===== src/hdl/rv_consts.svh =====
// ====================
// Core widths for the back end. XLEN must be 32 or 64
// The doubleword load decodes only when XLEN is 64
// ====================

`ifndef RV_CONSTS_SVH
`define RV_CONSTS_SVH

// Data and address width
`define XLEN 32

// Register file addressing
`define REG_ADDR_W 5

`define NUM_REGS 32

`endif

===== src/hdl/rv_pkg.sv =====
// ====================
// Shared types for the MEM and WB stages
// Field widths follow the macros in rv_consts.svh
// ====================

`default_nettype none

`include "rv_consts.svh"

package rv_pkg;

  // Load opcodes. LWU and LD are only valid on RV64
  typedef enum logic [2:0] {
    MEM_NONE = 3'd0,
    MEM_LB   = 3'd1,
    MEM_LH   = 3'd2,
    MEM_LW   = 3'd3,
    MEM_LBU  = 3'd4,
    MEM_LHU  = 3'd5,
    MEM_LWU  = 3'd6,
    MEM_LD   = 3'd7
  } mem_op_e;

  // Integer write-back source
  typedef enum logic [2:0] {
    WB_ALU    = 3'd0,
    WB_MEM    = 3'd1,
    WB_PC4    = 3'd2,
    WB_MULDIV = 3'd3,
    WB_ATOMIC = 3'd4,
    WB_CSR    = 3'd5
  } wb_sel_e;

  // IEEE exception flags in fflags bit order
  typedef struct packed {
    logic nv;
    logic dz;
    logic of;
    logic uf;
    logic nx;
  } fp_flags_t;

  typedef struct packed {
    logic [`XLEN-1:0]       alu_result;
    mem_op_e                mem_op;
    logic [`REG_ADDR_W-1:0] rd_addr;
    logic [`XLEN-1:0]       pc_plus_4;
    logic                   reg_write;
    wb_sel_e                wb_sel;
    logic                   valid;
    logic [`XLEN-1:0]       mul_div_result;
    logic [`XLEN-1:0]       atomic_result;
    logic [`XLEN-1:0]       csr_rdata;
    logic [`XLEN-1:0]       fp_result;
    logic [`XLEN-1:0]       int_result_fp;
    logic [`REG_ADDR_W-1:0] fp_rd_addr;
    logic                   fp_reg_write;
    logic                   int_reg_write_fp;
    fp_flags_t              fp_flags;
  } ex_mem_t;

  // Same item after the load data has been aligned
  typedef struct packed {
    logic [`XLEN-1:0]       alu_result;
    logic [`XLEN-1:0]       mem_data;
    logic [`REG_ADDR_W-1:0] rd_addr;
    logic [`XLEN-1:0]       pc_plus_4;
    logic                   reg_write;
    wb_sel_e                wb_sel;
    logic                   valid;
    logic [`XLEN-1:0]       mul_div_result;
    logic [`XLEN-1:0]       atomic_result;
    logic [`XLEN-1:0]       csr_rdata;
    logic [`XLEN-1:0]       fp_result;
    logic [`XLEN-1:0]       int_result_fp;
    logic [`REG_ADDR_W-1:0] fp_rd_addr;
    logic                   fp_reg_write;
    logic                   int_reg_write_fp;
    fp_flags_t              fp_flags;
  } mem_wb_t;

endpackage

`default_nettype wire


===== src/hdl/memwb_top.sv =====
// ====================
// MEM, MEM/WB register, WB and both register files
// One cycle from ex_mem to the write ports; no back-pressure
// ====================

`timescale 1ns/1ps
`default_nettype none

`include "rv_consts.svh"

module memwb_top (
  input  logic                   clk,
  input  logic                   reset_n,
  input  rv_pkg::ex_mem_t        ex_mem,
  input  logic [`XLEN-1:0]       dmem_rdata,
  output logic                   int_we,
  output logic [`REG_ADDR_W-1:0] int_waddr,
  output logic [`XLEN-1:0]       int_wdata,
  output logic                   fp_we,
  output logic [`REG_ADDR_W-1:0] fp_waddr,
  output logic [`XLEN-1:0]       fp_wdata,
  output rv_pkg::fp_flags_t      fflags,
  input  logic [`REG_ADDR_W-1:0] int_raddr,
  output logic [`XLEN-1:0]       int_rdata,
  input  logic [`REG_ADDR_W-1:0] fp_raddr,
  output logic [`XLEN-1:0]       fp_rdata
);

  rv_pkg::mem_wb_t mem_wb_next;
  rv_pkg::mem_wb_t mem_wb;

  mem_stage mem_stage_i (
    .ex_mem      (ex_mem),
    .dmem_rdata  (dmem_rdata),
    .mem_wb_next (mem_wb_next)
  );

  memwb_register #(.XLEN(`XLEN)) memwb_register_i (
    .clk        (clk),
    .reset_n    (reset_n),
    .mem_wb_in  (mem_wb_next),
    .mem_wb_out (mem_wb)
  );

  writeback_stage writeback_stage_i (
    .clk       (clk),
    .reset_n   (reset_n),
    .mem_wb    (mem_wb),
    .int_we    (int_we),
    .int_waddr (int_waddr),
    .int_wdata (int_wdata),
    .fp_we     (fp_we),
    .fp_waddr  (fp_waddr),
    .fp_wdata  (fp_wdata),
    .fflags    (fflags)
  );

  // Integer file with x0 hardwired
  regfile #(.ZERO_REG(1'b1)) int_rf_i (
    .clk     (clk),
    .reset_n (reset_n),
    .we      (int_we),
    .waddr   (int_waddr),
    .wdata   (int_wdata),
    .raddr   (int_raddr),
    .rdata   (int_rdata)
  );

  regfile #(.ZERO_REG(1'b0)) fp_rf_i (
    .clk     (clk),
    .reset_n (reset_n),
    .we      (fp_we),
    .waddr   (fp_waddr),
    .wdata   (fp_wdata),
    .raddr   (fp_raddr),
    .rdata   (fp_rdata)
  );

endmodule

`default_nettype wire


===== src/hdl/regfile.sv =====
// ====================
// Register file, one write and one read port
// Reads are combinational and do not see a same-cycle write
// ====================

`timescale 1ns/1ps
`default_nettype none

`include "rv_consts.svh"

module regfile #(
  // 1 hardwires entry 0 to zero on reads
  parameter bit ZERO_REG = 1'b1
) (
  input  logic                   clk,
  input  logic                   reset_n,
  input  logic                   we,
  input  logic [`REG_ADDR_W-1:0] waddr,
  input  logic [`XLEN-1:0]       wdata,
  input  logic [`REG_ADDR_W-1:0] raddr,
  output logic [`XLEN-1:0]       rdata
);

  logic [`XLEN-1:0] regs [`NUM_REGS];
  logic             read_zero;

  always_ff @(posedge clk or negedge reset_n) begin
    if (!reset_n) begin
      for (int i = 0; i < `NUM_REGS; i++) begin
        regs[i] <= '0;
      end
    end else if (we) begin
      regs[waddr] <= wdata;
    end
  end

  // Entry 0 may still hold data in the array, the read masks it
  assign read_zero = ZERO_REG && (raddr == '0);
  assign rdata     = read_zero ? '0 : regs[raddr];

endmodule

`default_nettype wire


===== src/hdl/writeback_stage.sv =====
// ====================
// Write-back. An FP-to-integer result overrides wb_sel
// x0 writes are dropped here; fflags only accumulates until reset
// ====================

`timescale 1ns/1ps
`default_nettype none

`include "rv_consts.svh"

module writeback_stage (
  input  logic                   clk,
  input  logic                   reset_n,
  input  rv_pkg::mem_wb_t        mem_wb,
  output logic                   int_we,
  output logic [`REG_ADDR_W-1:0] int_waddr,
  output logic [`XLEN-1:0]       int_wdata,
  output logic                   fp_we,
  output logic [`REG_ADDR_W-1:0] fp_waddr,
  output logic [`XLEN-1:0]       fp_wdata,
  output rv_pkg::fp_flags_t      fflags
);

  logic [`XLEN-1:0] sel_data;
  logic             fp_item;

  // Integer result source
  always_comb begin
    case (mem_wb.wb_sel)
      rv_pkg::WB_ALU:    sel_data = mem_wb.alu_result;
      rv_pkg::WB_MEM:    sel_data = mem_wb.mem_data;
      rv_pkg::WB_PC4:    sel_data = mem_wb.pc_plus_4;
      rv_pkg::WB_MULDIV: sel_data = mem_wb.mul_div_result;
      rv_pkg::WB_ATOMIC: sel_data = mem_wb.atomic_result;
      rv_pkg::WB_CSR:    sel_data = mem_wb.csr_rdata;
      default:           sel_data = '0;
    endcase
  end

  // FP compares and moves to integer win over wb_sel
  assign int_wdata = mem_wb.int_reg_write_fp ? mem_wb.int_result_fp : sel_data;
  assign int_waddr = mem_wb.rd_addr;
  assign int_we    = mem_wb.valid
                   && (mem_wb.reg_write || mem_wb.int_reg_write_fp)
                   && (mem_wb.rd_addr != '0);

  // The FP file has no hardwired zero, so f0 writes go through
  assign fp_we    = mem_wb.valid && mem_wb.fp_reg_write;
  assign fp_waddr = mem_wb.fp_rd_addr;
  assign fp_wdata = mem_wb.fp_result;

  // Any valid item that writes an FP result to either file can raise flags
  assign fp_item = mem_wb.valid && (mem_wb.fp_reg_write || mem_wb.int_reg_write_fp);

  always_ff @(posedge clk or negedge reset_n) begin
    if (!reset_n) begin
      fflags <= '0;
    end else if (fp_item) begin
      fflags <= rv_pkg::fp_flags_t'(fflags | mem_wb.fp_flags);
    end
  end

endmodule

`default_nettype wire


===== src/hdl/memwb_register.sv =====
// ====================
// MEM/WB pipeline register. Loads every cycle
// No stall or flush since it feeds the final stage
// ====================

`timescale 1ns/1ps
`default_nettype none

`include "rv_consts.svh"

module memwb_register #(
  parameter int XLEN = `XLEN
) (
  input  logic            clk,
  input  logic            reset_n,
  input  rv_pkg::mem_wb_t mem_wb_in,
  output rv_pkg::mem_wb_t mem_wb_out
);

  always_ff @(posedge clk or negedge reset_n) begin
    if (!reset_n) begin
      mem_wb_out.alu_result       <= {XLEN{1'b0}};
      mem_wb_out.mem_data         <= {XLEN{1'b0}};
      mem_wb_out.rd_addr          <= '0;
      mem_wb_out.pc_plus_4        <= {XLEN{1'b0}};
      mem_wb_out.reg_write        <= 1'b0;
      mem_wb_out.wb_sel           <= rv_pkg::WB_ALU;
      // Clearing valid alone keeps WB quiet after reset
      mem_wb_out.valid            <= 1'b0;
      mem_wb_out.mul_div_result   <= {XLEN{1'b0}};
      mem_wb_out.atomic_result    <= {XLEN{1'b0}};
      mem_wb_out.csr_rdata        <= {XLEN{1'b0}};
      mem_wb_out.fp_result        <= {XLEN{1'b0}};
      mem_wb_out.int_result_fp    <= {XLEN{1'b0}};
      mem_wb_out.fp_rd_addr       <= '0;
      mem_wb_out.fp_reg_write     <= 1'b0;
      mem_wb_out.int_reg_write_fp <= 1'b0;
      mem_wb_out.fp_flags         <= '0;
    end else begin
      mem_wb_out <= mem_wb_in;
    end
  end

endmodule

`default_nettype wire


===== src/hdl/mem_stage.sv =====
// ====================
// Combinational memory stage. dmem_rdata must be the naturally
// aligned word holding the address; misaligned loads are not detected
// LWU and LD return zero unless XLEN is 64
// ====================

`timescale 1ns/1ps
`default_nettype none

`include "rv_consts.svh"

module mem_stage (
  input  rv_pkg::ex_mem_t  ex_mem,
  input  logic [`XLEN-1:0] dmem_rdata,
  output rv_pkg::mem_wb_t  mem_wb_next
);

  localparam int XLEN = `XLEN;
  // Byte offset bits within one memory word
  localparam int OFF_W = $clog2(XLEN / 8);

  logic [XLEN-1:0] shifted;
  logic [XLEN-1:0] load_data;

  // Move the addressed lane down to bit 0, then extend it
  always_comb begin
    shifted = dmem_rdata >> {ex_mem.alu_result[OFF_W-1:0], 3'b000};
    case (ex_mem.mem_op)
      rv_pkg::MEM_LB: begin
        load_data = XLEN'($signed(shifted[7:0]));
      end
      rv_pkg::MEM_LH: begin
        load_data = XLEN'($signed(shifted[15:0]));
      end
      rv_pkg::MEM_LW: begin
        load_data = XLEN'($signed(shifted[31:0]));
      end
      rv_pkg::MEM_LBU: begin
        load_data = XLEN'(shifted[7:0]);
      end
      rv_pkg::MEM_LHU: begin
        load_data = XLEN'(shifted[15:0]);
      end
      rv_pkg::MEM_LWU: begin
        // RV64 only
        load_data = (XLEN == 64) ? XLEN'(shifted[31:0]) : '0;
      end
      rv_pkg::MEM_LD: begin
        load_data = (XLEN == 64) ? shifted : '0;
      end
      default: begin
        load_data = '0;
      end
    endcase
  end

  // Everything except the load result passes straight through
  always_comb begin
    mem_wb_next.alu_result       = ex_mem.alu_result;
    mem_wb_next.mem_data         = load_data;
    mem_wb_next.rd_addr          = ex_mem.rd_addr;
    mem_wb_next.pc_plus_4        = ex_mem.pc_plus_4;
    mem_wb_next.reg_write        = ex_mem.reg_write;
    mem_wb_next.wb_sel           = ex_mem.wb_sel;
    mem_wb_next.valid            = ex_mem.valid;
    mem_wb_next.mul_div_result   = ex_mem.mul_div_result;
    mem_wb_next.atomic_result    = ex_mem.atomic_result;
    mem_wb_next.csr_rdata        = ex_mem.csr_rdata;
    mem_wb_next.fp_result        = ex_mem.fp_result;
    mem_wb_next.int_result_fp    = ex_mem.int_result_fp;
    mem_wb_next.fp_rd_addr       = ex_mem.fp_rd_addr;
    mem_wb_next.fp_reg_write     = ex_mem.fp_reg_write;
    mem_wb_next.int_reg_write_fp = ex_mem.int_reg_write_fp;
    mem_wb_next.fp_flags         = ex_mem.fp_flags;
  end

endmodule

`default_nettype wire


===== config.mk =====
export PLATFORM = sky130hd
export DESIGN_NAME = memwb_top
export DESIGN_NICKNAME = d
export VERILOG_FILES = /design/src/hdl/rv_pkg.sv /design/src/hdl/memwb_top.sv /design/src/hdl/regfile.sv /design/src/hdl/writeback_stage.sv /design/src/hdl/memwb_register.sv /design/src/hdl/mem_stage.sv
export VERILOG_INCLUDE_DIRS = /design/src /design/src/hdl
export SDC_FILE = /design/constraint.sdc
export NUM_CORES = 2
export LEC_CHECK = 0
export BUFFER_PORTS_ARGS = -buffer_cell sky130_fd_sc_hd__buf_2
export CAP_MARGIN = 20
export CORE_MARGIN = 4
export CORE_UTILIZATION = 46
export CTS_CLUSTER_DIAMETER = 120
export DETAILED_ROUTE_END_ITERATION = 10
export SYNTH_ARGS = -nofsm -noshare
export SYNTH_HDL_FRONTEND = slang
export SYNTH_SLANG_ARGS = --single-unit

===== constraint.sdc =====
create_clock -name clk -period 3.1 [get_ports clk]
set_input_delay 0.62 -clock clk [delete_from_list [all_inputs] [get_ports clk]]
set_output_delay 0.62 -clock clk [all_outputs]
set_load 0.03 [all_outputs]

==> load_flow_metrics.sql <==
INSERT INTO impl_metrics (metric_group, metric, value, unit) VALUES
('worst_setup_path', 'timing.critical_path.from_type', 'flop', ''),
('floorplanning', 'die_w', '480', 'um'),
('cells_and_area', 'flow.area_growth_from_synthesis', '23.8', '%'),
('cells_and_area', 'final.fill_count', '17300', ''),
('worst_setup_path', 'critical_path_arrival', '2.98', 'ns'),
('route', 'drt_pre_antenna_iters', '9', ''),
('cts', 'cts_htree_levels', '4', ''),
('route', 'route.final.wire_length', '330000', 'um'),
('timing', 'period_share', '116', '%'),
('cts', 'cts-root-buf', 'clkbuf_16', ''),
('cts', 'cts.reportedPaths.clkPinSlew', '0.07', 'ns'),
('timing', 'maxSlewHeadroom', '24.5', '%'),
('cells_and_area', 'regArea', '58300', 'um^2'),
('route', 'route.vias.total', '70700', ''),
('synth', 'synth_sequential_area_ratio', '57.0', '%'),
('timing', 'timing.hold.ws', '0.0982', 'ns'),
('timing', 'transition_time_of_the_tightest_slew_check_pin', '1.13', 'ns'),
('timing', 'timing.clock.skew', '0.0526', 'ns'),
('timing', 'min_period', '3.60', 'ns'),
('status', 'failed_checks', 'negative setup slack', ''),
('cts', 'clockBufferDepth', '3', ''),
('placement', 'gp_congestion', '0.878', ''),
('job', 'max_cap_viol_count', '0', ''),
('floorplanning', 'io_pins', '438', ''),
('route', 'detail-route-antenna-nets', '0', ''),
('worst_setup_path', 'endpoint_kind', 'output pin', ''),
('synth', 'post_synth_num_cell_types', '49', ''),
('cells_and_area', 'fin_nets', '8703', ''),
('floorplanning', 'core_area', '221000', 'um^2'),
('cells_and_area', 'multi_input_comb_area', '42800', 'um^2'),
('timing', 'grt_setup_unrepaired', 'true', ''),
('floorplanning', 'chipHeight', '480', 'um'),
('global_route', 'antenna_found_initial', '10', ''),
('route', 'drc', '0', ''),
('route', 'drt-wirelength-per-cell', '28.5', 'um'),
('synth', 'postSynthRegisterBits', '2331', ''),
('synth', 'synth_cells', '7678', ''),
('global_route', 'maximum_number_of_pins_on_one_net_before_global_route_repair', '103', ''),
('cells_and_area', 'fin_cells', '11600', ''),
('synth', 'syn-cell-area', '102000', 'um^2'),
('cells_and_area', 'fraction_of_final_layout_cells_sized_beyond_drive_strength_1', '41.1', '%'),
('route', 'dr.first_iter.drc_count', '6905', ''),
('cells_and_area', 'final_util', '57.4', '%'),
('global_route', 'grt_util_all_layers', '28.4', '%'),
('timing', 'post-route-worst-setup-slack', '-0.503', 'ns'),
('placement', 'dp_slack', '-0.413', 'ns'),
('timing', 'maxClockFrequency', '278', 'MHz'),
('timing', 'timing.final.setup_violations', '86', ''),
('timing', 'report.final.slew_viol_count', '0', ''),
('synth', 'synth_nets', '7971', ''),
('placement', 'placedCellCount', '10800', ''),
('synth', 'yosysWarnings', '0', ''),
('floorplanning', 'num_rows', '172', ''),
('floorplanning', 'design.die.area', '230000', 'um^2'),
('cells_and_area', 'mostFrequentLayoutCell', 'dfrtp_1', ''),
('timing', 'setup_total_negative_slack', '-17.87', 'ns'),
('cts', 'numCtsBuffers', '240', ''),
('cts', 'insertion_delay_of_the_later_clocked_pin_in_the_worst_skew_pair', '0.90', 'ns'),
('power_and_ir_drop', 'peakVddDrop', '0.000682', 'V'),
('placement', 'place_hpwl', '198000', 'um'),
('route', 'viasPerCell', '6.11', ''),
('synth', 'post_synth.cell_area_avg', '13.3', 'um^2'),
('placement', 'io_buffers', '437', ''),
('global_route', 'vias_in_the_first_global_route', '72500', ''),
('status', 'run_status', 'finished, violations left', ''),
('cts', 'cts_sinks', '2331', ''),
('worst_setup_path', 'worst-endpoint-required', '2.48', 'ns'),
('floorplanning', 'start_util', '46.4', '%'),
('worst_setup_path', 'critical_path_class', 'reg2out', ''),
('cts', 'cts_tree', 'done', ''),
('power_and_ir_drop', 'cellPowerDensity', '648', 'nW/um^2'),
('global_route', 'overflow', '0', ''),
('worst_setup_path', 'path_max_fanout', '8', ''),
('hold_path', 'worst_hold_path_type', 'in2reg', ''),
('power_and_ir_drop', 'total_leakage_power', '56.0', 'nW'),
('timing', 'final_hold_viol_count', '0', ''),
('global_route', 'grt_first_pass_wirelength', '490000', 'um'),
('cells_and_area', 'mostFrequentLayoutCells', '2327 x dfrtp_1, 1042 x mux2_2, 829 x nor2_1, 806 x a31oi_1, 544 x mux4_2', '');
-- metal layers --
| layer | track usage [%] | routed length [um] |
|---|---|---|
| met5 | 0.0621 | 11 |
| met4 | 11.6 | 15800 |
| met3 | 4.59 | 22000 |
| met2 | 45.4 | 157000 |
| met1 | 39.1 | 135000 |
-- where the power goes --
group / internal, mW / leakage, nW / switching [mW] / total, mW
sequential: 35.4 / 29.8 / 2.62 / 38.0
combinational: 7.68 / 22.2 / 6.71 / 14.4
clock: 17.2 / 4.02 / 12.6 / 29.7
-- cell type report --
type                    instances  share of cell area [%]
flip-flops and latches       2331                    46.1
multi-input cells            4450                    33.8
repair buffers               1383                    10.7
clock buffers                 353                    5.62
well taps                    2958                    2.92
clock inverters                82                   0.817
diodes                          9                  0.0178
inverters                       4                  0.0128
-- synth_stat cells, drive strengths merged --
cell / instances / area, um^2
a211oi: 51 / 383
a21o: 6 / 45.0
a21oi: 26 / 130
a221oi: 23 / 201
a22o: 17 / 149
a22oi: 50 / 375
a311oi: 32 / 280
a31oi: 806 / 5040
a32o: 7 / 70.1
and2: 4 / 25.0
and3: 1 / 6.26
and3b: 3 / 26.3
buf: 247 / 1350
clkbuf: 646 / 2420
dfrtp: 2331 / 58300
inv: 4 / 15.0
mux2: 1096 / 12300
mux2i: 125 / 1250
mux4: 544 / 12300
nand2: 270 / 1010
nand2b: 9 / 56.3
nand3: 43 / 215
nand3b: 23 / 173
nand4: 1 / 6.26
nand4b: 1 / 8.76
nor2: 859 / 3220
nor2b: 63 / 394
nor3: 41 / 240
nor3b: 6 / 45.0
nor4bb: 1 / 10.0
o2111ai: 9 / 78.8
o21a: 2 / 15.0
o21ai: 137 / 686
o21ba: 1 / 10.0
o21bai: 1 / 7.51
o22ai: 9 / 56.3
o2bb2ai: 11 / 96.3
o31ai: 156 / 1170
o32ai: 1 / 8.76
or2: 4 / 25.0
or3: 1 / 6.26
or3b: 9 / 78.8
or4: 1 / 7.51
-- metrics by stage --
step | cell area (um^2) | power, mW
CTS | 126000 | 82.3
detailed placement | 112000 | 51.5
floorplan | 103000 | 46.6
finish | 127000 | 82.1
global route | 127000 | 85.6
global placement | 112000 | 50.9
-- worst max-delay path, cell delays in order, from the launching register on --
cell and delay [ns]:
dfrtp_2 0.55, buf_12 0.18, buf_6 0.14, mux2i_1 0.26, o22ai_1 0.16, buf_4 0.19, o21ai_4 0.30, nand2_4 0.11
buf_6 0.16
-- logic make-up (layout without fill, tap and decap cells) --
logic type             count (synthesis)  after routing  synth area share (%)
other                                  0              9                     0
and+or+nand+nor                     1340           1340                  5.43
AOI/OAI and AO/OA                   1345           1345                  8.61
DFF                                 2331           2331                  57.0
buffers and inverters                897           1822                  3.70
muxes                               1765           1765                  25.3
-- worst paths after layout --
check | from | to | slack, ns | depth (start not counted)
worst max-delay path | memwb_register_i.mem_wb_out[174] | int_wdata[21] | -0.50 | 8
worst min-delay path | dmem_rdata[17] | memwb_register_i.mem_wb_out[223] | 0.1 | 3
worst max register to register | memwb_register_i.mem_wb_out[5] | int_rf_i.regs[132] | 0.40 | 6
worst min register to register | int_rf_i.regs[1007] | int_rf_i.regs[1007] | 0.37 | 0
max in group asynchronous | reset_n | fp_rf_i.regs[478] | 1.49 | 3
min in group asynchronous | reset_n | int_rf_i.regs[131] | 0.33 | 2
-- flip-flops by register name, indices dropped and copies added, names as in the netlist --
signal,cells
fp_rf_i.regs,1024
int_rf_i.regs,1024
memwb_register_i.mem_wb_out,278
writeback_stage_i.fflags,5
-- timing repair --
item	in CTS	in global routing
setup buffers	69	43
gates resized for setup	566	136
cloned	7	1
hold buffers	253	0
pin swaps	89	73
hold endpoints to repair	264	0
endpoints found under the setup margin	97	96
No activity file was read; power rests on OpenSTA's default activity.
